===== src/verilog/rv_isa_pkg.sv =====
`default_nettype none

package rv_isa_pkg;

  localparam int unsigned XLEN = 64;

  // major opcodes, inst[6:0]
  typedef enum logic [6:0] {
    OPC_OP     = 7'b0110011,
    OPC_OP_IMM = 7'b0010011,
    OPC_LUI    = 7'b0110111,
    OPC_AUIPC  = 7'b0010111,
    OPC_JAL    = 7'b1101111,
    OPC_JALR   = 7'b1100111,
    OPC_BRANCH = 7'b1100011,
    OPC_SYSTEM = 7'b1110011
  } opcode_e;

  // funct3 for OP and OP_IMM
  localparam logic [2:0] F3_ADD  = 3'b000;
  localparam logic [2:0] F3_SLL  = 3'b001;
  localparam logic [2:0] F3_SLT  = 3'b010;
  localparam logic [2:0] F3_SLTU = 3'b011;
  localparam logic [2:0] F3_XOR  = 3'b100;
  localparam logic [2:0] F3_SR   = 3'b101;
  localparam logic [2:0] F3_OR   = 3'b110;
  localparam logic [2:0] F3_AND  = 3'b111;

  // funct3 for BRANCH
  localparam logic [2:0] F3_BEQ  = 3'b000;
  localparam logic [2:0] F3_BNE  = 3'b001;
  localparam logic [2:0] F3_BLT  = 3'b100;
  localparam logic [2:0] F3_BGE  = 3'b101;
  localparam logic [2:0] F3_BLTU = 3'b110;
  localparam logic [2:0] F3_BGEU = 3'b111;

  localparam logic [6:0] F7_BASE = 7'b0000000;
  localparam logic [6:0] F7_ALT  = 7'b0100000;

  localparam logic [31:0] EBREAK_WORD = 32'h0010_0073;

endpackage

`default_nettype wire

===== src/verilog/gpr_file.sv =====
`timescale 1ns/10ps
`default_nettype none

module gpr_file (
  input  logic                        clk,
  input  logic                        rst_n_i,
  input  logic [4:0]                  rs1_idx_i,
  input  logic [4:0]                  rs2_idx_i,
  input  logic                        wr_en_i,
  input  logic [4:0]                  wr_idx_i,
  input  logic [rv_isa_pkg::XLEN-1:0] wr_data_i,
  output logic [rv_isa_pkg::XLEN-1:0] rs1_data_o,
  output logic [rv_isa_pkg::XLEN-1:0] rs2_data_o
);

  import rv_isa_pkg::*;

  // x1..x31, x0 has no storage
  logic [XLEN-1:0] regs [1:31];

  always_ff @(posedge clk) begin
    if (!rst_n_i) begin
      for (int i = 1; i < 32; i++) begin
        regs[i] <= '0;
      end
    end else if (wr_en_i && wr_idx_i != 5'd0) begin
      regs[wr_idx_i] <= wr_data_i;
    end
  end

  assign rs1_data_o = (rs1_idx_i == 5'd0) ? '0 : regs[rs1_idx_i];
  assign rs2_data_o = (rs2_idx_i == 5'd0) ? '0 : regs[rs2_idx_i];

  // decoder drops rd_wr_en for rd == x0
  no_x0_write: assert property (@(posedge clk) disable iff (!rst_n_i)
    wr_en_i |-> wr_idx_i != 5'd0);

endmodule

`default_nettype wire


===== config.mk =====
export PLATFORM = sky130hd
export DESIGN_NAME = gpr_file
export DESIGN_NICKNAME = d
export VERILOG_FILES = /design/src/verilog/rv_isa_pkg.sv /design/src/verilog/gpr_file.sv
export SDC_FILE = /design/constraint.sdc
export NUM_CORES = 2
export LEC_CHECK = 0
export BUFFER_PORTS_ARGS = -buffer_cell sky130_fd_sc_hd__buf_2
export CORE_MARGIN = 2
export CORE_UTILIZATION = 24
export CTS_BUF_LIST = sky130_fd_sc_hd__clkbuf_4 sky130_fd_sc_hd__clkbuf_8
export DETAILED_ROUTE_END_ITERATION = 8
export HOLD_SLACK_MARGIN = 0.06
export SETUP_SLACK_MARGIN = 0.1
export SLEW_MARGIN = 10
export SYNTH_ARGS = -nofsm -noshare
export SYNTH_HDL_FRONTEND = slang
export SYNTH_SLANG_ARGS = --single-unit
export TNS_END_PERCENT = 20

===== constraint.sdc =====
create_clock -name clk -period 7.7 [get_ports clk]
set_input_delay 0.385 -clock clk [delete_from_list [all_inputs] [get_ports clk]]
set_output_delay 0.385 -clock clk [all_outputs]
set_load 0.005 [all_outputs]

Yosys cells after proc, flatten, opt, wreduce, memory -nomap -nowiden

Memory sizes are Yosys's and may differ from the RTL's.
Index checks and enable logic that the tools add are counted.

Logic and storage cells: 15
Output and inout bits: 128
Memories: 1
Input bits: 82
Register bits after elaboration: 0
RAM bits: 1984

Reduce and logical (&&, ||, !) cells: 5
Multiplexer cells: 9

Memory list:

| memory | words | bits a word | rd ports | clocked after memory_dff | write ports | line           | source |
|---|---|---|---|---|---|---|---|
| regs   | 31    | 64          | 2        | 0                        | 31          | gpr_file.sv:19 | `logic [XLEN-1:0] regs [1:31];` |

Operator list:

| operator            | count |
|---|---|
| 2-to-1 mux 64 bit   | 3 |
| OR reduction 64 bit | 1 |
| zero test 5 bit     | 2 |
| 2-to-1 mux 1 bit    | 5 |
| 2-to-1 mux 5 bit    | 1 |
| nonzero test 5 bit  | 1 |
| logical AND 1 bit   | 1 |

Depth between registers and ports, before layout

Word-level depth: 7
Mapped depth: 10
Gate-level depth less buffers: 5

Worst setup path after synthesis

No wires, ideal clock.

Kind: input-to-reg
Start: in wr_idx_i[1]
End: mem regs[20][0], enable pin
Path slack: 1.538 ns
Setup time: 0.575 ns
Arrival: 5.587 ns
Cell stages on the path: 3
Path through: or3_1 -> buf_1 -> o21ai_0

RTL lines:

| item               | line           | source |
|---|---|---|
| start: declaration | gpr_file.sv:10 | `input logic [4:0] wr_idx_i,` |
| end: declaration   | gpr_file.sv:19 |  |

Final worst setup path

Start: in rs2_idx_i[1]
End: out rs2_data_o[25] (netlist bit)

Word-level cells in the longest chain between the ends: 2

Ends and longest elaborated chain:

| item                                                    | line           | source |
|---|---|---|
| start: declaration                                      | gpr_file.sv:8  | `input logic [4:0] rs2_idx_i,` |
| memory (31 x 64 bit) or zero test 5 bit (tied branches) | -              |  |
| 2-to-1 mux 64 bit (*)                                   | gpr_file.sv:32 | `assign rs2_data_o = (rs2_idx_i == 5'd0) ? '0 : regs[rs2_idx_i];` |
| end: declaration                                        | gpr_file.sv:13 | `output logic [rv_isa_pkg::XLEN-1:0] rs2_data_o` |

Mark *: on every way between the ends. The rest lies on a longest branch, timed or not.

==> metrics.cfg <==
[routing]
finalWirelength_um=435900
initialDrtViolationCount=11419
drtAntennaViolNets=0
vias=72504
via_per_inst=5.364
dr.pass1.iters=8
wl_per_cell_um=32.25
remaining_drc_errors=0

[cells_and_area]
largest_reg_flops=2048
fillerInstances=45099
top_regs=regs (2048)
multi_input_area_um2=44460
seq_area_um2=61500
drive_gt1_frac=0.2538
area_growth_pct=13.66
regMostFlops=regs
final_nets=7341
utilization=0.2743

[floorplan]
rows=246
die-area_um2=457500
ios=210
fp.dieW_um=676.4
initial_utilization=0.2413
die_h_um=676.4
coreArea_um2=449700

[clock_tree]
cts_root_buffer=clkbuf_8
cts_resized=0
cts.clk_slew.worst_paths_ns=0.07
cts_tree=done
cts_sinks=2048
clockBufferDepth=4
h-tree-depth=5
cts_setup_buffers=0
cts_made_buffers=321

[sta]
max_slew_margin=0.08963
period_share=0.6141
fin_setup_tns_ns=0
finalSetupViolations=0
hold_viol=0
drv_slew=0
fin_ws_ns=2.972
rsz0062_at_grt=no
fmaxAchievable_ghz=0.2115
period_minus_slack_ns=4.728
worst_pin_slew_ns=1.360

[global_routing]
grt_usage=0.1838
antenna_found_initial=98
met3_usage=0.03654
overflow=0
first_global_vias=73028
grt_util_met1=0.2145
use_met2=0.3016
grt.busiest_layer=met2
grt_start_max_net_pins=115
grt_pass1_wl_um=596900

[power_and_ir_drop]
leakagePower_uw=0.04189
switchingPower_uw=7129
p_per_area_nw_per_um2=210.6
seqPwrFrac=0.508
ir_drop_mv=0.1063
p_comb_frac=0.134
p_int_uw=18850
pwr-share-clk=0.358
switching_share=0.2744

[setup_path]
cp_top_family=buffers and inverters
path_class=input pin to output pin
cp.arrival_ns=4.34
crit_path_end_kind=output pin
slowest_delay_ns=0.96
cp_max_fo=57
crit_required_ns=7.32
cp_slowest_cell=nand3b_1
cp.buffers_inverters=3
cp_cell_sequence=buf_8, nand3b_1, buf_4, o221ai_1, a211oi_1, a21oi_1, and2_1, buf_2
startpoint_type=input pin

[yosys]
yosysWarnings=0
synth_area_um2=108500
synth_seq_area_share=0.5668
synth-seq-cells=2048
avgSynthCellArea_um2=15.11
synth.distinct_cells=50
syn_inst=7182

[status]
outcome=completed

[placement]
gp_congestion=0.8477
dp_slack_ns=3.139
dpl.hpwl_um=245300
portBuffers=209

[job]
drv_cap=0

[worst_hold_path]
hold_class=input pin to flip-flop

## synthesized netlist by cell type (all sizes together)
master   instances  share of area
nand2b           6        0.00035
a221oi          18         0.0015
nor4             9        0.00058
o31ai            2        0.00018
nand4            1       0.000058
and2          2000           0.12
a211o            2        0.00016
conb             1       0.000035
o22ai           76         0.0044
a2111oi         12         0.0010
buf            242          0.015
clkbuf         523          0.018
nand4b           1       0.000081
or3              2        0.00012
a211oi          27         0.0019
nand3           19        0.00088
nand2           87         0.0030
mux2i          499          0.046
nor2b           14        0.00081
a21o            32         0.0022
nor2           146         0.0051
o22a             4        0.00032
inv              2       0.000069
mux4           865           0.18
and3            19         0.0011
edfxtp        2048           0.57
o41ai            1       0.000081
or3b             2        0.00016
o221ai          82         0.0066
a22o            13         0.0010
or2              2        0.00012
nand3b           4        0.00028
mux2            68         0.0071
a21oi           77         0.0036
a22oi          186          0.013
o21ai           84         0.0039
nor3             6        0.00032
## metrics by stage
stage | cell area [um2] | power (uW) | cells | hold slack [ns]
floorplan | 108700 | 15360 | 7245 | 0.4839
global placement | 116400 | 16730 | 12822 | 0.8630
detailed placement | 116400 | 16810 | 12823 | 0.8729
CTS | 123100 | 25960 | 13448 | 0.3344
global route | 123200 | 26570 | 13479 | 0.3131
finish | 123300 | 25980 | 13516 | 0.3326
## cell type report
class	instances	share of cell area
Antenna cell	67	0.001359
Inverter	2	0.00006087
Clock buffer	409	0.04168
Timing Repair Buffer	456	0.02994
Tap cell	5952	0.06038
Multi-Input combinational cell	4430	0.3605
Clock inverter	152	0.007467
Sequential cell	2048	0.4986
## cells by family (layout without fill, tap and decap cells)
family / count (synthesis) / in the layout / synth area share
simple gates: 2318 / 2318 / 0.1283
flops: 2048 / 2048 / 0.5668
mux: 1432 / 1432 / 0.2326
buf+inv: 767 / 1019 / 0.03267
compound gates: 616 / 616 / 0.03963
other cells: 1 / 131 / 0.00003456
## power groups by stage
stage / Combinational [uW] / Sequential (uW) / Clock (uW)
6_report: 3480 / 13200 / 9290
5_1_grt: 3560 / 13300 / 9750
4_1_cts: 3440 / 13200 / 9330
3_5_place_dp: 3390 / 13400 / 0
3_3_place_gp: 3380 / 13400 / 0
2_1_floorplan: 1990 / 13400 / 0
## path summary, 6_finish.rpt
| kind | startpoint | to | slack, ns | cells past startpoint |
|---|---|---|---|---|
| worst max-delay path | rs2_idx_i[1] | rs2_data_o[25] | 2.97 | 8 |
| worst min-delay path | rst_n_i | regs[13][2] | 0.33 | 2 |
## cells in the final DEF (no fill, tap or decap), drive strengths merged, types with 82 or more instances in the layout
cell type  netlist  routed
a22oi          186     186
and2          2000    2000
buf            242     392
clkbuf         523     409
clkinv           0     135
edfxtp        2048    2048
mux2i          499     499
mux4           865     865
nand2           87      87
nor2           146     146
o21ai           84      84
o221ai          82      82
## per-layer routing
layer,up-vias,wire (um)
li1,27774,-
met1,37627,147400
met2,5700,205500
met5,-,74
met4,12,35000
met3,1391,47840
## repair_timing
item	in CTS	in global routing
endpoints found under the hold margin	2030	0
setup endpoints to repair	0	0
hold buffers	64	0
Note: power is estimated with default switching activity, not from simulation.
