<file path="src/verilog/rv_isa_pkg.sv">
`default_nettype none

package rv_isa_pkg;

  localparam int unsigned XLEN = 64;

  // major opcodes, inst[6:0]
  typedef enum logic [6:0] {
    OPC_OP     = 7'b0110011,
    OPC_OP_IMM = 7'b0010011,
    OPC_LUI    = 7'b0110111,
    OPC_AUIPC  = 7'b0010111,
    OPC_JAL    = 7'b1101111,
    OPC_JALR   = 7'b1100111,
    OPC_BRANCH = 7'b1100011,
    OPC_SYSTEM = 7'b1110011
  } opcode_e;

  // funct3 for OP and OP_IMM
  localparam logic [2:0] F3_ADD  = 3'b000;
  localparam logic [2:0] F3_SLL  = 3'b001;
  localparam logic [2:0] F3_SLT  = 3'b010;
  localparam logic [2:0] F3_SLTU = 3'b011;
  localparam logic [2:0] F3_XOR  = 3'b100;
  localparam logic [2:0] F3_SR   = 3'b101;
  localparam logic [2:0] F3_OR   = 3'b110;
  localparam logic [2:0] F3_AND  = 3'b111;

  // funct3 for BRANCH
  localparam logic [2:0] F3_BEQ  = 3'b000;
  localparam logic [2:0] F3_BNE  = 3'b001;
  localparam logic [2:0] F3_BLT  = 3'b100;
  localparam logic [2:0] F3_BGE  = 3'b101;
  localparam logic [2:0] F3_BLTU = 3'b110;
  localparam logic [2:0] F3_BGEU = 3'b111;

  localparam logic [6:0] F7_BASE = 7'b0000000;
  localparam logic [6:0] F7_ALT  = 7'b0100000;

  localparam logic [31:0] EBREAK_WORD = 32'h0010_0073;

endpackage

`default_nettype wire
</file>
<file path="src/verilog/exu_pkg.sv">
`default_nettype none

package exu_pkg;

  typedef enum logic [1:0] {
    FU_NONE,
    FU_ALU,
    FU_BJP
  } fu_e;

  typedef enum logic [3:0] {
    ALU_ADD, ALU_SUB, ALU_SLL, ALU_SLT, ALU_SLTU, ALU_XOR,
    ALU_SRL, ALU_SRA, ALU_OR, ALU_AND, ALU_LUI
  } alu_op_e;

  typedef enum logic [2:0] {
    BJP_JAL, BJP_JALR, BJP_BEQ, BJP_BNE,
    BJP_BLT, BJP_BGE, BJP_BLTU, BJP_BGEU
  } bjp_op_e;

  // decoded control handed to execute and commit
  typedef struct packed {
    fu_e     fu;
    alu_op_e alu_op;
    bjp_op_e bjp_op;
    logic    ebreak;
  } exu_info_t;

  // adder operands and jump target operands
  typedef struct packed {
    logic [rv_isa_pkg::XLEN-1:0] op1;
    logic [rv_isa_pkg::XLEN-1:0] op2;
    logic [rv_isa_pkg::XLEN-1:0] op1_jp;
    logic [rv_isa_pkg::XLEN-1:0] op2_jp;
  } exu_operands_t;

  typedef struct packed {
    logic                        valid;
    logic                        rd_wr_en;
    logic [4:0]                  rd_idx;
    logic [rv_isa_pkg::XLEN-1:0] rd_data;
    logic                        jump_flag;
    logic [rv_isa_pkg::XLEN-1:0] jump_addr;
    logic                        illegal;
  } commit_t;

endpackage

`default_nettype wire

</file>
<file path="src/verilog/wbu_commit.sv">
`timescale 1ns/10ps
`default_nettype none

module wbu_commit (
  input  logic                        clk,
  input  logic                        rst_n_i,
  input  logic                        inst_valid_i,
  input  exu_pkg::exu_info_t          exu_info_i,
  input  logic                        rd_wr_en_i,
  input  logic [4:0]                  rd_idx_i,
  input  logic                        illegal_i,
  input  logic [rv_isa_pkg::XLEN-1:0] alu_res_i,
  input  logic                        jump_flag_i,
  input  logic [rv_isa_pkg::XLEN-1:0] jump_addr_i,
  output exu_pkg::commit_t            commit_o,
  output logic                        halted_o,
  output logic                        wr_en_o,
  output logic [4:0]                  wr_idx_o,
  output logic [rv_isa_pkg::XLEN-1:0] wr_data_o
);

  import rv_isa_pkg::*;

  typedef enum logic {
    RUN,
    HALT
  } state_e;

  state_e          state;
  logic            commit_en;
  logic            valid_q;
  logic            wr_q;
  logic            jump_q;
  logic            illegal_q;
  logic [4:0]      rd_idx_q;
  logic [XLEN-1:0] rd_data_q;
  logic [XLEN-1:0] jump_addr_q;

  // strobes are dropped once halted
  assign commit_en = inst_valid_i && (state == RUN);

  always_ff @(posedge clk) begin
    if (!rst_n_i) begin
      state     <= RUN;
      valid_q   <= 1'b0;
      wr_q      <= 1'b0;
      jump_q    <= 1'b0;
      illegal_q <= 1'b0;
    end else begin
      if (commit_en && exu_info_i.ebreak) begin
        state <= HALT;
      end
      valid_q   <= commit_en;
      wr_q      <= commit_en && rd_wr_en_i;
      jump_q    <= commit_en && jump_flag_i;
      illegal_q <= commit_en && illegal_i;
    end
  end

  always_ff @(posedge clk) begin
    if (commit_en) begin
      rd_idx_q    <= rd_idx_i;
      rd_data_q   <= alu_res_i;
      jump_addr_q <= jump_addr_i;
    end
  end

  assign commit_o = '{valid: valid_q, rd_wr_en: wr_q, rd_idx: rd_idx_q, rd_data: rd_data_q,
                      jump_flag: jump_q, jump_addr: jump_addr_q, illegal: illegal_q};

  assign halted_o = (state == HALT);

  // write lands on the same edge that registers the commit
  assign wr_en_o   = commit_en && rd_wr_en_i;
  assign wr_idx_o  = rd_idx_i;
  assign wr_data_o = alu_res_i;

  wr_not_illegal: assert property (@(posedge clk) disable iff (!rst_n_i)
    !(commit_o.rd_wr_en && commit_o.illegal));

endmodule

`default_nettype wire

</file>
<file path="config.mk">
export PLATFORM = sky130hd
export DESIGN_NAME = wbu_commit
export DESIGN_NICKNAME = d
export VERILOG_FILES = /design/src/verilog/rv_isa_pkg.sv /design/src/verilog/exu_pkg.sv /design/src/verilog/wbu_commit.sv
export SDC_FILE = /design/constraint.sdc
export NUM_CORES = 1
export LEC_CHECK = 0
export ABC_CLOCK_PERIOD_IN_PS = 2950
export BUFFER_PORTS_ARGS = -buffer_cell sky130_fd_sc_hd__buf_4
export CAP_MARGIN = 30
export CORE_AREA = 5 5 135 137
export DETAILED_ROUTE_END_ITERATION = 10
export DIE_AREA = 0 0 140 142
export GPL_TIMING_DRIVEN = 0
export PLACE_DENSITY_LB_ADDON = 0.08
export SYNTH_ARGS = -nofsm -noshare
export SYNTH_HDL_FRONTEND = slang
export SYNTH_SLANG_ARGS = --single-unit
</file>
<file path="constraint.sdc">
create_clock -name clk -period 2.95 [get_ports clk]
set_input_delay 0.885 -clock clk [delete_from_list [all_inputs] [get_ports clk]]
set_output_delay 0.885 -clock clk [all_outputs]
set_load 0.05 [all_outputs]
</file>
# == Word level (Yosys, flattened, before mapping) ==
# Cells that the tools add are included.
# W data, S select, Z words.
# classes
n_reduce_logical,5
n_bitwise,1
# op_table
operator,count
$logic_and A1 B1 Y1,5
$not A1 Y1,1
# word_totals
register_bits,138
output_inout_bits,208
wordCells,14

# == Logic depth before layout (Yosys ltp) ==
# depth
ltp_word,3
ltp_mapped,2
ltp_nobuf,2

# == Worst setup path before layout ==
# OpenSTA, ideal clock, no wires.
# synth_path
kind,input-to-reg
start,input inst_valid_i
end,register jump_addr_q[0] (enable)
setup_time_ns,0.433
t_required_ns,2.517
slack_ns,0.007
stages,1
arrival_time_ns,2.510
cell_sequence,and2b_2
# synth_between
elab_chain_cells,1
# synth_lines
element,line_no,rtl
from (decl),wbu_commit.sv:7,"input logic inst_valid_i,"
$logic_and A1 B1 Y1,wbu_commit.sv:40,assign commit_en = inst_valid_i && (state == RUN);
to (signal assigned),wbu_commit.sv:64,jump_addr_q <= jump_addr_i;
to (decl),wbu_commit.sv:37,logic [XLEN-1:0] jump_addr_q;
# Every way passes these cells.
# A chain may end at the register's enable or synchronous reset.

# == Final worst setup path ==
# layout_path
start,input inst_valid_i
end,output wr_en_o
# layout_between
elab_chain_cells,2
# layout_lines
element,line_no,rtl
$logic_and A1 B1 Y1,wbu_commit.sv:40,
$logic_and A1 B1 Y1,wbu_commit.sv:74,assign wr_en_o = commit_en && rd_wr_en_i;
to (decl),wbu_commit.sv:17,"output logic wr_en_o,"
# Every way passes these cells.

==> results.sh <==
export IMPL_clkSinkCount=138
export IMPL_mostFrequentLayoutCells="buf_4 (420), edfxtp_1 (133), clkbuf_16 (17)"
export IMPL_syn2layout_area_growth_pct=75.5
export IMPL_crit_start="inst_valid_i"
export IMPL_ant_nets=0
export IMPL_rr_worst_depth=2
export IMPL_hold_depth=2
export IMPL_hold_buffers=0
export IMPL_postSynthAreaPerCell_um2=21.5
export IMPL_path_max_fanout=5
export IMPL_holdWs_ns=0.568
export IMPL_internal_power_mw=4.10
export IMPL_synth_seq_cells=138
export IMPL_num_io_pins=357
export IMPL_dp_slack_ns=0.669
export IMPL_yosysSeqAreaShare_pct=87.0
export IMPL_yosysWarnings=0
export IMPL_cp_required_ns=2.07
export IMPL_fp_dieW_um=140
export IMPL_rsz0062_at_grt="false"
export IMPL_crit_arrival_ns=1.40
export IMPL_overflow=0
export IMPL_drtIter0Drc=97
export IMPL_placed_cell_area_mm2=0.00765
export IMPL_final_hold_viol_count=0
export IMPL_crit_type="input port to output port"
export IMPL_seq_power_share_pct=41.2
export IMPL_timing_rr_start="halted_o$_SDFFE_PN0P_"
export IMPL_hold_path_class="flop to flop"
export IMPL_vias_per_cell=3.78
export IMPL_layout_commonest_cell="buf_4"
export IMPL_cts_made_buffers=17
export IMPL_wire_per_inst_um=16.3
export IMPL_synth_area_leaders="edfxtp_1 (85%), buf_4 (12%), dfxtp_1 (2.1%)"
export IMPL_cts_tree="built"
export IMPL_worstSkewPairLatency_ns=0.41
export IMPL_layout_cells_non_filler=825
export IMPL_worstMarginPinSlew_ns=0.317
export IMPL_synth_cells=219
export IMPL_p_leak_nw=3.69
export IMPL_grt_max_degree=63
export IMPL_post_route_util_pct=48.8
export IMPL_grt_use_met2_pct=23.2
export IMPL_grt_pass1_vias=3235
export IMPL_slew_violations=0
export IMPL_synth_area_mm2=0.00470
export IMPL_grt_busiest_layer="met2"
export IMPL_grt_pass1_wl_um=18800
export IMPL_track_usage_pct=12.8
export IMPL_die_y_um=142
export IMPL_combinationalPowerShare_pct=20.2
export IMPL_status="finished clean"
export IMPL_setup_violations=0
export IMPL_timing_final_crit_share_pct=77.3
export IMPL_grt_util_met1_pct=11.8
export IMPL_antenna_found_initial=0
export IMPL_relSlewSlack_pct=78.9
export IMPL_power_mw=5.64
export IMPL_cts_root_buf="clkbuf_16"
export IMPL_fin_worst_skew_ns=0.00527
export IMPL_tns_ns=0
export IMPL_gr_usage_met3_pct=7.59
export IMPL_critPathCapture="wr_en_o"
export IMPL_r2r_end="jump_addr_q[47]$_DFFE_PP_"
export IMPL_finalCriticalPeriod_ns=2.28
export IMPL_n_antenna_cell=0
export IMPL_reg2reg_slack_ns=1.45
export IMPL_dieArea_mm2=0.0199
export IMPL_drt_pass1_iterations=4
export IMPL_switching_share_pct=27.3
export IMPL_peakVddDrop_uv=346
export IMPL_cts_resized=0
export IMPL_route_detailed_drc=0
export IMPL_critPathCaptureType="output port"
export IMPL_fin_nets=736
export IMPL_post_cts_buffers=0
export IMPL_rows=48
export IMPL_clk_path_buf_depth=2
export IMPL_syn_nets=368
export IMPL_clockPowerShare_pct=38.6
export IMPL_drive_gt1_share_pct=75.5
export IMPL_maxCapViolCount=0
export IMPL_io_buffers=347
export IMPL_yosysTopAreaCellShare_pct=84.9
export IMPL_fin_area_mm2=0.00826
export IMPL_synth_cell_types=10
export IMPL_cp_start_kind="input port"
export IMPL_clk_pin_slew_worst_paths_ns=0.05
export IMPL_fmax_mhz=438
export IMPL_p_per_area_mw_per_mm2=683
export IMPL_routed_wl_um=13400
export IMPL_power_switching_mw=1.54
export IMPL_hpwl_um=10700
export IMPL_place_inst=793
export IMPL_floorplan_initialDensity_pct=27.8
export IMPL_core_mm2=0.0169
export IMPL_yosysTopAreaCell="edfxtp_1"
export IMPL_gp_congestion=0.804
export IMPL_via_count=3119
export IMPL_fin_ws_ns=0.669
export IMPL_cts_htree_levels=4
==> Yosys cell counts (all sizes together) <==
| cell | instances |
|---|---|
| nor2b | 1 |
| dfxtp | 5 |
| and3b | 2 |
| buf | 73 |
| and2 | 2 |
| and2b | 1 |
| edfxtp | 133 |
| a21oi | 1 |
| and4b | 1 |
==> power groups by stage <==
stage / Combinational, mW / Clock (mW) / Sequential, mW
2_1_floorplan: 0.308 / 0 / 2.76
3_3_place_gp: 1.14 / 0 / 2.37
3_5_place_dp: 1.15 / 0 / 2.36
4_1_cts: 1.15 / 2.24 / 2.32
5_1_grt: 1.18 / 2.33 / 2.33
6_report: 1.14 / 2.18 / 2.32
==> per-layer routing <==
layer,share of wire [%],up-vias
met1,32,1417
met2,54,200
met4,2.2,0
met3,12,22
met5,0,-
li1,-,1480
==> state kept, by name, summed over array words and instances, names as in the netlist <==
register     count
halted_o         1
illegal_q        1
jump_addr_q     64
jump_q           1
rd_data_q       64
rd_idx_q         5
valid_q          1
wr_q             1
==> cell type report <==
type                    instances  area, um^2
plain buffers                  73         548
clock inverters                 7         115
flip-flops and latches        138        4090
multi-input cells               8        63.8
repair buffers                349        2660
clock buffers                  25         495
well taps                     225         282
fillers                      1530        8680
==> cells by family (layout without fill, tap and decap cells) <==
kind of cell,after synthesis,after routing,share of synthesized area (%)
compound gates,1,1,0.106
flops,138,138,87.0
simple gates,7,7,1.22
buf+inv,73,454,11.6
==> how the worst min path moves through the flow <==
stage,start,endpoint
2_1_floorplan,halted_o$_SDFFE_PN0P_,halted_o$_SDFFE_PN0P_
3_3_place_gp,halted_o$_SDFFE_PN0P_,halted_o$_SDFFE_PN0P_
3_5_place_dp,halted_o$_SDFFE_PN0P_,halted_o$_SDFFE_PN0P_
4_1_cts,halted_o$_SDFFE_PN0P_,halted_o$_SDFFE_PN0P_
5_1_grt,halted_o$_SDFFE_PN0P_,halted_o$_SDFFE_PN0P_
6_report,halted_o$_SDFFE_PN0P_,halted_o$_SDFFE_PN0P_
==> worst max-delay path, stage by stage <==
cell     delay, ns
buf_4         0.12
and3b_2       0.20
buf_4         0.19
Power figures use the tool's default switching activity.
