### config.mk
export PLATFORM = sky130hd
export DESIGN_NAME = idu_decoder
export DESIGN_NICKNAME = d
export VERILOG_FILES = /design/src/verilog/rv_isa_pkg.sv /design/src/verilog/exu_pkg.sv /design/src/verilog/idu_decoder.sv
export SDC_FILE = /design/constraint.sdc
export NUM_CORES = 1
export LEC_CHECK = 0
export ABC_AREA = 0
export BUFFER_PORTS_ARGS = -buffer_cell sky130_fd_sc_hd__buf_4
export CORE_AREA = 4 4 195 197
export DETAILED_ROUTE_END_ITERATION = 12
export DIE_AREA = 0 0 199 201
export MAX_ROUTING_LAYER = met4
export PLACE_DENSITY = 0.34
export SLEW_MARGIN = 20
export SYNTH_ARGS = -nofsm -noshare
export SYNTH_HDL_FRONTEND = slang
export SYNTH_SLANG_ARGS = --single-unit
### constraint.sdc
create_clock -name vclk -period 4.03
set_clock_uncertainty 0.05 [all_clocks]
set_input_delay 0.2015 -clock vclk [all_inputs]
set_output_delay 0.2015 -clock vclk [all_outputs]
set_load 0.02 [all_outputs]
### src/verilog/rv_isa_pkg.sv
`default_nettype none

package rv_isa_pkg;

  localparam int unsigned XLEN = 64;

  // major opcodes, inst[6:0]
  typedef enum logic [6:0] {
    OPC_OP     = 7'b0110011,
    OPC_OP_IMM = 7'b0010011,
    OPC_LUI    = 7'b0110111,
    OPC_AUIPC  = 7'b0010111,
    OPC_JAL    = 7'b1101111,
    OPC_JALR   = 7'b1100111,
    OPC_BRANCH = 7'b1100011,
    OPC_SYSTEM = 7'b1110011
  } opcode_e;

  // funct3 for OP and OP_IMM
  localparam logic [2:0] F3_ADD  = 3'b000;
  localparam logic [2:0] F3_SLL  = 3'b001;
  localparam logic [2:0] F3_SLT  = 3'b010;
  localparam logic [2:0] F3_SLTU = 3'b011;
  localparam logic [2:0] F3_XOR  = 3'b100;
  localparam logic [2:0] F3_SR   = 3'b101;
  localparam logic [2:0] F3_OR   = 3'b110;
  localparam logic [2:0] F3_AND  = 3'b111;

  // funct3 for BRANCH
  localparam logic [2:0] F3_BEQ  = 3'b000;
  localparam logic [2:0] F3_BNE  = 3'b001;
  localparam logic [2:0] F3_BLT  = 3'b100;
  localparam logic [2:0] F3_BGE  = 3'b101;
  localparam logic [2:0] F3_BLTU = 3'b110;
  localparam logic [2:0] F3_BGEU = 3'b111;

  localparam logic [6:0] F7_BASE = 7'b0000000;
  localparam logic [6:0] F7_ALT  = 7'b0100000;

  localparam logic [31:0] EBREAK_WORD = 32'h0010_0073;

endpackage

`default_nettype wire
### src/verilog/exu_pkg.sv
`default_nettype none

package exu_pkg;

  typedef enum logic [1:0] {
    FU_NONE,
    FU_ALU,
    FU_BJP
  } fu_e;

  typedef enum logic [3:0] {
    ALU_ADD, ALU_SUB, ALU_SLL, ALU_SLT, ALU_SLTU, ALU_XOR,
    ALU_SRL, ALU_SRA, ALU_OR, ALU_AND, ALU_LUI
  } alu_op_e;

  typedef enum logic [2:0] {
    BJP_JAL, BJP_JALR, BJP_BEQ, BJP_BNE,
    BJP_BLT, BJP_BGE, BJP_BLTU, BJP_BGEU
  } bjp_op_e;

  // decoded control handed to execute and commit
  typedef struct packed {
    fu_e     fu;
    alu_op_e alu_op;
    bjp_op_e bjp_op;
    logic    ebreak;
  } exu_info_t;

  // adder operands and jump target operands
  typedef struct packed {
    logic [rv_isa_pkg::XLEN-1:0] op1;
    logic [rv_isa_pkg::XLEN-1:0] op2;
    logic [rv_isa_pkg::XLEN-1:0] op1_jp;
    logic [rv_isa_pkg::XLEN-1:0] op2_jp;
  } exu_operands_t;

  typedef struct packed {
    logic                        valid;
    logic                        rd_wr_en;
    logic [4:0]                  rd_idx;
    logic [rv_isa_pkg::XLEN-1:0] rd_data;
    logic                        jump_flag;
    logic [rv_isa_pkg::XLEN-1:0] jump_addr;
    logic                        illegal;
  } commit_t;

endpackage

`default_nettype wire

### src/verilog/idu_decoder.sv
`timescale 1ns/10ps
`default_nettype none

module idu_decoder (
  input  logic                          inst_valid_i,
  input  logic [31:0]                   inst_i,
  input  logic [rv_isa_pkg::XLEN-1:0]   pc_i,
  input  logic [rv_isa_pkg::XLEN-1:0]   rs1_data_i,
  input  logic [rv_isa_pkg::XLEN-1:0]   rs2_data_i,
  output logic [4:0]                    rs1_idx_o,
  output logic [4:0]                    rs2_idx_o,
  output exu_pkg::exu_info_t            exu_info_o,
  output exu_pkg::exu_operands_t        operands_o,
  output logic                          rd_wr_en_o,
  output logic [4:0]                    rd_idx_o,
  output logic                          illegal_o
);

  import rv_isa_pkg::*;
  import exu_pkg::*;

  opcode_e         opcode;
  logic [2:0]      funct3;
  logic [6:0]      funct7;
  logic [XLEN-1:0] imm_i;
  logic [XLEN-1:0] imm_u;
  logic [XLEN-1:0] imm_b;
  logic [XLEN-1:0] imm_j;
  logic            bad;
  logic            writes_rd;

  // alt selects sub or sra in the add and shift-right slots
  function automatic alu_op_e alu_sel(input logic [2:0] f3, input logic alt);
    case (f3)
      F3_ADD:  return alt ? ALU_SUB : ALU_ADD;
      F3_SLL:  return ALU_SLL;
      F3_SLT:  return ALU_SLT;
      F3_SLTU: return ALU_SLTU;
      F3_XOR:  return ALU_XOR;
      F3_SR:   return alt ? ALU_SRA : ALU_SRL;
      F3_OR:   return ALU_OR;
      default: return ALU_AND;
    endcase
  endfunction

  function automatic bjp_op_e bjp_sel(input logic [2:0] f3);
    case (f3)
      F3_BNE:  return BJP_BNE;
      F3_BLT:  return BJP_BLT;
      F3_BGE:  return BJP_BGE;
      F3_BLTU: return BJP_BLTU;
      F3_BGEU: return BJP_BGEU;
      default: return BJP_BEQ;
    endcase
  endfunction

  assign opcode    = opcode_e'(inst_i[6:0]);
  assign funct3    = inst_i[14:12];
  assign funct7    = inst_i[31:25];
  assign rd_idx_o  = inst_i[11:7];
  assign rs1_idx_o = inst_i[19:15];
  assign rs2_idx_o = inst_i[24:20];

  assign imm_i = {{(XLEN-12){inst_i[31]}}, inst_i[31:20]};
  assign imm_u = {{(XLEN-32){inst_i[31]}}, inst_i[31:12], 12'b0};
  assign imm_b = {{(XLEN-13){inst_i[31]}}, inst_i[31], inst_i[7], inst_i[30:25],
                  inst_i[11:8], 1'b0};
  assign imm_j = {{(XLEN-21){inst_i[31]}}, inst_i[31], inst_i[19:12], inst_i[20],
                  inst_i[30:21], 1'b0};

  always_comb begin
    exu_info_o = '{fu: FU_NONE, alu_op: ALU_ADD, bjp_op: BJP_JAL, ebreak: 1'b0};
    operands_o = '{op1: rs1_data_i, op2: rs2_data_i, op1_jp: pc_i, op2_jp: imm_b};
    bad        = 1'b0;
    case (opcode)
      OPC_OP: begin
        exu_info_o.fu     = FU_ALU;
        exu_info_o.alu_op = alu_sel(funct3, funct7[5]);
        if (funct7 == F7_ALT) begin
          bad = !(funct3 == F3_ADD || funct3 == F3_SR);
        end else begin
          bad = (funct7 != F7_BASE);
        end
      end
      OPC_OP_IMM: begin
        exu_info_o.fu     = FU_ALU;
        exu_info_o.alu_op = alu_sel(funct3, inst_i[30] && funct3 == F3_SR);
        operands_o.op2    = imm_i;
        // rv64 shifts carry a 6-bit shamt, imm[11:6] is the funct
        if (funct3 == F3_SLL) begin
          bad = (inst_i[31:26] != 6'b000000);
        end else if (funct3 == F3_SR) begin
          bad = (inst_i[31:26] != 6'b000000) && (inst_i[31:26] != 6'b010000);
        end
      end
      OPC_LUI: begin
        exu_info_o.fu     = FU_ALU;
        exu_info_o.alu_op = ALU_LUI;
        operands_o.op2    = imm_u;
      end
      OPC_AUIPC: begin
        exu_info_o.fu     = FU_ALU;
        operands_o.op1    = pc_i;
        operands_o.op2    = imm_u;
      end
      OPC_JAL: begin
        exu_info_o.fu     = FU_BJP;
        operands_o.op1    = pc_i;
        operands_o.op2    = XLEN'(4);
        operands_o.op2_jp = imm_j;
      end
      OPC_JALR: begin
        exu_info_o.fu     = FU_BJP;
        exu_info_o.bjp_op = BJP_JALR;
        operands_o.op1    = pc_i;
        operands_o.op2    = XLEN'(4);
        operands_o.op1_jp = rs1_data_i;
        operands_o.op2_jp = imm_i;
        bad               = (funct3 != 3'b000);
      end
      OPC_BRANCH: begin
        exu_info_o.fu     = FU_BJP;
        exu_info_o.bjp_op = bjp_sel(funct3);
        bad               = (funct3 == 3'b010) || (funct3 == 3'b011);
      end
      OPC_SYSTEM: begin
        exu_info_o.ebreak = (inst_i == EBREAK_WORD);
        bad               = (inst_i != EBREAK_WORD);
      end
      default: bad = 1'b1;
    endcase
    if (bad) begin
      exu_info_o.fu = FU_NONE;
    end
  end

  // branches never write rd
  assign writes_rd = (exu_info_o.fu == FU_ALU) ||
                     (exu_info_o.fu == FU_BJP &&
                      (exu_info_o.bjp_op == BJP_JAL || exu_info_o.bjp_op == BJP_JALR));

  assign rd_wr_en_o = inst_valid_i && writes_rd && (rd_idx_o != 5'd0);
  assign illegal_o  = inst_valid_i && bad;

  illegal_no_fu: assert final (!illegal_o || (exu_info_o.fu == FU_NONE && !rd_wr_en_o));

endmodule

`default_nettype wire

After elaboration in Yosys (flattened, before gate mapping)
Index checks and enable logic that the tools add are counted.

storage, ports and cells
  register bits = 0
  output and inout port bits = 283
  word-level logic and storage cells = 65
  input bits = 225

cells by class
  reduce and logical (&&, ||, !) cells = 23
  multiplexer cells = 20
  equality and inequality tests = 22

operator list
  kind                    count
  $pmux W64 S3            1
  $mux W64                2
  $pmux W4 S7             2
  $pmux W20 S2            1
  $eq A32 B21 Y1 const B  1
  $ne A32 B21 Y1 const B  1
  $eq A7 B7 Y1 const B    4
  $eq A7 B6 Y1 const B    3
  $pmux W3 S5             1
  $eq A7 B5 Y1 const B    2
  $eq A3 B3 Y1 const B    4
  $pmux W4 S3             1
  $reduce_or A3 Y1        3
  $mux W1                 8
  $reduce_bool A7 Y1      1
  $eq A3 B1 Y1 const B    2
  $eq A3 B2 Y1 const B    2
  $logic_and A1 B1 Y1     6
  $logic_not A3 Y1        2
  $ne A6 B5 Y1 const B    1
  $pmux W1 S6             1
  $pmux W3 S2             1
  $reduce_bool A6 Y1      1
  $reduce_bool A5 Y1      1
  other kinds (9)         13

Depth between registers and ports, before layout
Gate-level depths: netlist of the first run.

  depth in word-level cells = 11
  gate-level depth with buffers = 8
  mapped depth without buffers = 5

Least setup slack after synthesis of the first run
OpenSTA, ideal clock, no wires.

  path kind = input -> output
  start = input inst_i[2]
  end = output exu_info_o[4] (netlist bit)
  arrival = 2.064 ns
  buffers on the path = 1
  stages on the path = 6
  data required time = 3.778 ns
  path slack = 1.715 ns
  path through = clkbuf_1 > and4bb_2 > nand3_1 > o21ai_0 > o22ai_1 > a2111oi_0

RTL lines
  what                line               RTL
  start: declaration  idu_decoder.sv:6   input logic [31:0] inst_i,
  end: declaration    idu_decoder.sv:12  output exu_pkg::exu_info_t exu_info_o,

==> results by group, run 1 <==
STA
  • Setup repair after global routing missed its margin: no
  • Final setup violation count: 0
  • Final hold vios: 0
  • Clock period minus worst slack: 2.93 ns
  • Setup TNS: 0 ns
  • Maximum clock rate: ~340 MHz
  • Tcrit/Tclk final: around 73%
  • Max_slew headroom: a little over half
  • Max Slew Vio Count: 0
  • Slew @ Worst Pin: approximately 0.7 ns

Detailed routing
  • 1st-iter DRT viols: approximately 120
  • Avg WL per Cell: 21.0 um
  • DRT antenna net count: 0
  • Vias: between 4k and 5k
  • WL final: ~28000 um
  • DR pass1 iterations: 4
  • DR vias/cell: 3.73
  • DRC: 0

Finish
  • Area grow syn2layout: 119%
  • Most frequent cells in the layout: buf_4, mux2_2, nand2_1
  • Commonest non-fill, non-tap cell in the layout: buf_4
  • Final sequential cell count: 0
  • Layout Nets: 1073
  • Ratio of cells with drive above 1 in the final layout: between 70% and 80%
  • Clock buffers: 0
  • Register area: 0 um2
  • Filler instances: 4150

Synthesis
  • Post-synth top area cell: mux2_2
  • Seq/Total Area, Yosys: 0%
  • Synth Net Count: between 600 and 700
  • Synth top area cells: mux2_2, buf_4, nand2_1, a221o_1, buf_2
  • Synth cell types: 44
  • Total number of yosys warnings: 0
  • Top cell type's share of synthesized area: about 43%
  • Mean Syn Cell Area: ~7.7 um2
  • Synthesized area: roughly 3300 um2
  • Syn Inst Count: 425

Placed design
  • Post-DP HPWL: around 24000 um
  • Placer Congestion: around 0.80
  • Buffers on Ports: 508

Floorplanning
  • Io pins: 508
  • Initial Util: about 9%
  • DIE AREA: about 40000 um2
  • Site row count: 70
  • Die span in x: around 200 um
  • Placeable Area: about 36000 um2
  • DIE HEIGHT: 201 um

Critical path
  • CP Max Fanout: 19
  • Worst Setup SP: inst_i[4]
  • Critical path startpoint category: input port
  • Kind of critical path: in2out
  • Worst path required time: between 3 and 4 ns
  • Slowest stage delay, CP: 0.48 ns
  • Worst Path Arrival: about 2.7 ns
  • CP Cell Sequence: buf_4 > and4b_1 > nand3_1 > o31ai_4 > buf_8 > buf_6 > buf_4 > mux2_2 > buf_4
  • Crit. End Element: output pin
  • Crit-path slowest cell: nand3_1
  • Cell mode on critical path: buf_4

GRT
  • First-pass GRT wire length: about 37000 um
  • GR Util All Layers: 12.7%
  • Overflow after GRT: 0
  • Largest net degree at the start of global routing: 51
  • Vias in the first global route: ~5k
  • Antenna violations before repair: 4

Min path
  • Min-delay src: inst_i[9]
  • WHS Endpoint: rd_idx_o[2]
  • Hold Path Depth: 2
  • Worst Hold Class: in2out

Power and ir drop
  • LEAKAGE: 3.59 nW
  • Final Power: 863 uW
  • P per Cell Area: 120 nW/um2
  • Peak VDD IR: just under 0.04 mV

Status
  • Status: completed

CTS
  • Setup Fix Bufs, Post-CTS: 0
  • PostCTS Resize Cnt: 0
  • Hold buffer count at CTS: 0

Job
  • Max-cap violations: 0
## metrics by stage
step / instances / hold WS, ns / instance area, um2 / setup slack [ns] / util (%)
finish: 1316 / 0.574 / 7160 / 1.10 / 19.8
global route: 1316 / 0.583 / 7160 / 0.891 / 19.8
CTS: 1314 / 0.579 / 7150 / 0.980 / 19.7
detailed placement: 1314 / 0.579 / 7150 / 0.977 / 19.7
global placement: 1312 / 0.578 / 7130 / 0.928 / 19.7
floorplan: 425 / 0.466 / 3280 / 1.71 / -
## cell type report
type                            count  area, um2  share of cell area [%]
Timing Repair Buffer              521       3920                    54.8
Multi-Input combinational cell    322       2640                    36.8
Tap cell                          468        586                    8.17
Inverter                            3       11.3                   0.157
Antenna cell                        2       5.00                  0.0699
## worst max-delay path, delay by kind of cell
family | cells | cell delay [ns]
AOI/OAI and AO/OA | 1 | 0.33
buffers and inverters | 5 | 0.97
muxes | 1 | 0.38
and+or+nand+nor | 2 | 0.77
## kinds of logic after synthesis
| group | count (synthesis) | synth area share (%) |
|---|---|---|
| AND/OR/NAND/NOR | 132 | 18.8 |
| XOR/XNOR | 1 | 0.267 |
| AO/OA/AOI/OAI | 60 | 16.4 |
| multiplexers | 129 | 44.3 |
| buffers and inverters | 103 | 20.3 |
## how the worst max path moves through the flow
stage	to	cells past startpoint
6_report	operands_o[236]	9
4_1_cts	operands_o[193]	9
3_3_place_gp	operands_o[224]	7
5_1_grt	operands_o[193]	9
3_5_place_dp	operands_o[252]	9
2_1_floorplan	exu_info_o[4]	6
## power breakdown
part,switching (mW),internal (mW)
combinational,0.437,0.426
sequential,0,0
clock,0,0.0000000670
## cells in the mapped netlist, drive strengths merged
cell and instances:
a22o 10, and2 2, a31o 8, nor4 5
o22ai 1, nand3 3, inv 3, and3 2
nand4 1, a2111oi 2, or3 1, a21boi 1
a31oi 1, mux2i 1, and4b 2, and4 1
o2111ai 1, a211oi 1, a21o 1, mux2 128
xor2 1, a2111o 1, nor3 3, a21oi 5
nand3b 2, nand2b 4, buf 86, nor2 10
nor2b 5, and4bb 2, nor4b 1, or4 1
nand2 87, a221o 20, a41o 1, o31ai 1
clkbuf 14, o21ai 6
## metal layers
metal | GRT usage [%] | wire length, um | vias to the layer above
li1 | - | - | 2330
met1 | 13.2 | 10200 | 2261
met2 | 24.8 | 14800 | 315
met3 | 3.21 | 2500 | 6
met4 | 0.733 | 148 | 0
met5 | - | 0 | -
(Power assumes the default switching activity.)
==> run 2: changes to the inputs <==
Clock period 4.03 ns to 2.8 ns, I/O delays scaled along.
==> run 2 against run 1 <==
Effect of this change:
- die area unchanged
- via count is 0.57% higher
- wire length decreased by 2.9%
- count of clock-buffer cells in the layout is the same
- hold slack lost 0.12 ns
- first-iteration DRC count is 29% higher
- worst setup slack got worse by 0.67 ns
- sequential share of layout area did not move
- cell count grew 0.76%
- critical path depth is 2 lower
- sequential cell count did not move
- combinational power increased by 44%
==> results by group, run 2 (synthesis gave the netlist of run 1 again) <==
Floorplanning
  • Placeable Area: 36300 um2 (unchanged)
  • Initial Util: 9.04% (unchanged)
  • Die span in x: 199 um (unchanged)
  • Site row count: 70 (unchanged)
  • DIE AREA: 40000 um2 (unchanged)
  • DIE HEIGHT: 201 um (unchanged)
  • Io pins: 508 (unchanged)

Finish
  • Post-route insts no fill: 1326 (was 1316)
  • Layout Nets: 1078 (was 1073)
  • Register area: 0 um2 (unchanged)
  • Ratio of cells with drive above 1 in the final layout: 78.6% (was 78.5%)
  • Area taken by multi-input logic gates: 2630 um2 (was 2640 um2)
  • Post-route cell area: 7250 um2 (was 7160 um2)
  • Area grow syn2layout: 121% (was 119%)
  • Clock buffers: 0 (unchanged)
  • Final sequential cell count: 0 (unchanged)
  • Filler instances: 4150 (unchanged)
  • Commonest non-fill, non-tap cell in the layout: buf_4 (unchanged)
  • Most frequent cells in the layout: buf_4, mux2_2, nand2_1 (unchanged)

Critical path
  • Setup crit end: rd_wr_en_o (was operands_o[236])
  • CP Max Fanout: 4 (was 19)
  • Worst path required time: 2.61 ns (was 3.78 ns)
  • CP Cell Sequence: buf_4 > or3_4 > nor4_1 > a31oi_1 > nor4_2 > and4b_1 > buf_4 (was buf_4 > and4b_1 > nand3_1 > o31ai_4 > buf_8 > buf_6 > buf_4 > mux2_2 > buf_4)
  • WP buf/inv: 2 (was 5)
  • Crit-path slowest cell: nor4_1 (was nand3_1)
  • Worst Setup SP: inst_i[27] (was inst_i[4])
  • Cell mode on critical path: buf_4 (unchanged)
  • Critical path's top delay family: simple AND/OR/NAND/NOR gates (was buffers and inverters)
  • Kind of critical path: in2out (unchanged)
  • Critical path startpoint category: input port (unchanged)
  • Worst Path Arrival: 2.17 ns (was 2.67 ns)
  • Crit. End Element: output pin (unchanged)
  • Critical path depth: 7 (was 9)
  • Slowest stage delay, CP: 0.52 ns (was 0.48 ns)

STA
  • Max_slew headroom: 32.0% (was 53.4%)
  • Final hold vios: 0 (unchanged)
  • Tcrit/Tclk final: around 84%
  • Final setup violation count: 0 (unchanged)
  • Min Hold Slack: 0.451 ns (was 0.574 ns)
  • Slack of the critical path: 0.436 ns (was 1.10 ns)
  • Setup TNS: 0 ns (unchanged)
  • Setup repair after global routing missed its margin: no (unchanged)
  • Maximum clock rate: 423 MHz
  • Max Slew Vio Count: 0 (unchanged)
  • Clock period minus worst slack: roughly 2.4 ns
  • Slew @ Worst Pin: 1.02 ns (was 0.697 ns)

CTS
  • Setup Fix Bufs, Post-CTS: 0 (unchanged)
  • Hold buffer count at CTS: 0 (unchanged)
  • PostCTS Resize Cnt: 0 (unchanged)

GRT
  • Vias in the first global route: 5193 (was 5120)
  • Largest net degree at the start of global routing: 48 (was 51)
  • First-pass GRT wire length: 36200 um (was 36700 um)
  • Overflow after GRT: 0 (unchanged)
  • Antenna violations before repair: 6 (was 4)
  • GR Util All Layers: 12.3% (was 12.7%)

Detailed routing
  • 1st-iter DRT viols: 150 (was 116)
  • DRT antenna net count: 0 (unchanged)
  • DR vias/cell: 3.73 (about the same)
  • Avg WL per Cell: 20.2 um (was 21.0 um)
  • WL final: 26800 um (was 27600 um)
  • Vias: 4940 (was 4912)
  • DRC: 0 (unchanged)
  • DR pass1 iterations: 4 (unchanged)

Power and ir drop
  • P per Cell Area: 171 nW/um2 (was 120 nW/um2)
  • Peak VDD IR: 0.0560 mV (was 0.0385 mV)
  • LEAKAGE: 3.62 nW (was 3.59 nW)

Placed design
  • Post-DP HPWL: 23800 um (was 24500 um)
  • Place WS: 0.461 ns (was 0.977 ns)
  • Buffers on Ports: 508 (unchanged)
  • Placer Congestion: 0.830 (was 0.800)
  • Placed cells: 1319 (was 1314)
  • DP Area: 7230 um2 (was 7150 um2)

Status
  • Status: completed (unchanged)

Job
  • Max-cap violations: 0 (unchanged)

Min path
  • Worst Hold Class: in2out (unchanged)
## run 2: worst min-delay path by stage
stage,from,endpoint,cells after the start
3_5_place_dp,inst_i[11],rd_idx_o[4],2
5_1_grt,inst_i[9],rd_idx_o[2],2
4_1_cts,inst_i[11],rd_idx_o[4],2
3_3_place_gp,inst_i[9],rd_idx_o[2],2
6_report,inst_i[9],rd_idx_o[2],2
2_1_floorplan,inst_i[30],operands_o[10],1
## run 2: final cells by class
type | count | area share (%)
Timing Repair Buffer | 526 | 55.2
Multi-Input combinational cell | 322 | 36.3
Tap cell | 468 | 8.08
Antenna cell | 7 | 0.242
Inverter | 3 | 0.155
## run 2: metrics by stage
step / utilization [%] / total power [mW]
finish: 20.0 / 1.24
detailed placement: 19.9 / 1.26
global route: 20.0 / 1.32
floorplan: - / 0.601
global placement: 19.9 / 1.26
CTS: 19.9 / 1.26
## run 2: where the power goes
part	leakage (nW)	internal [mW]	total, mW	switching, mW
registers	0	0	0	0
clock network	0.0000444	0.000000341	0.000000341	0
logic	3.62	0.616	1.24	0.623
## run 2: routing by layer
layer	GRT usage, %	part of all wire (%)
met5	-	0
met4	0.440	0
met3	3.19	9.4
met2	24.2	54
met1	12.9	36
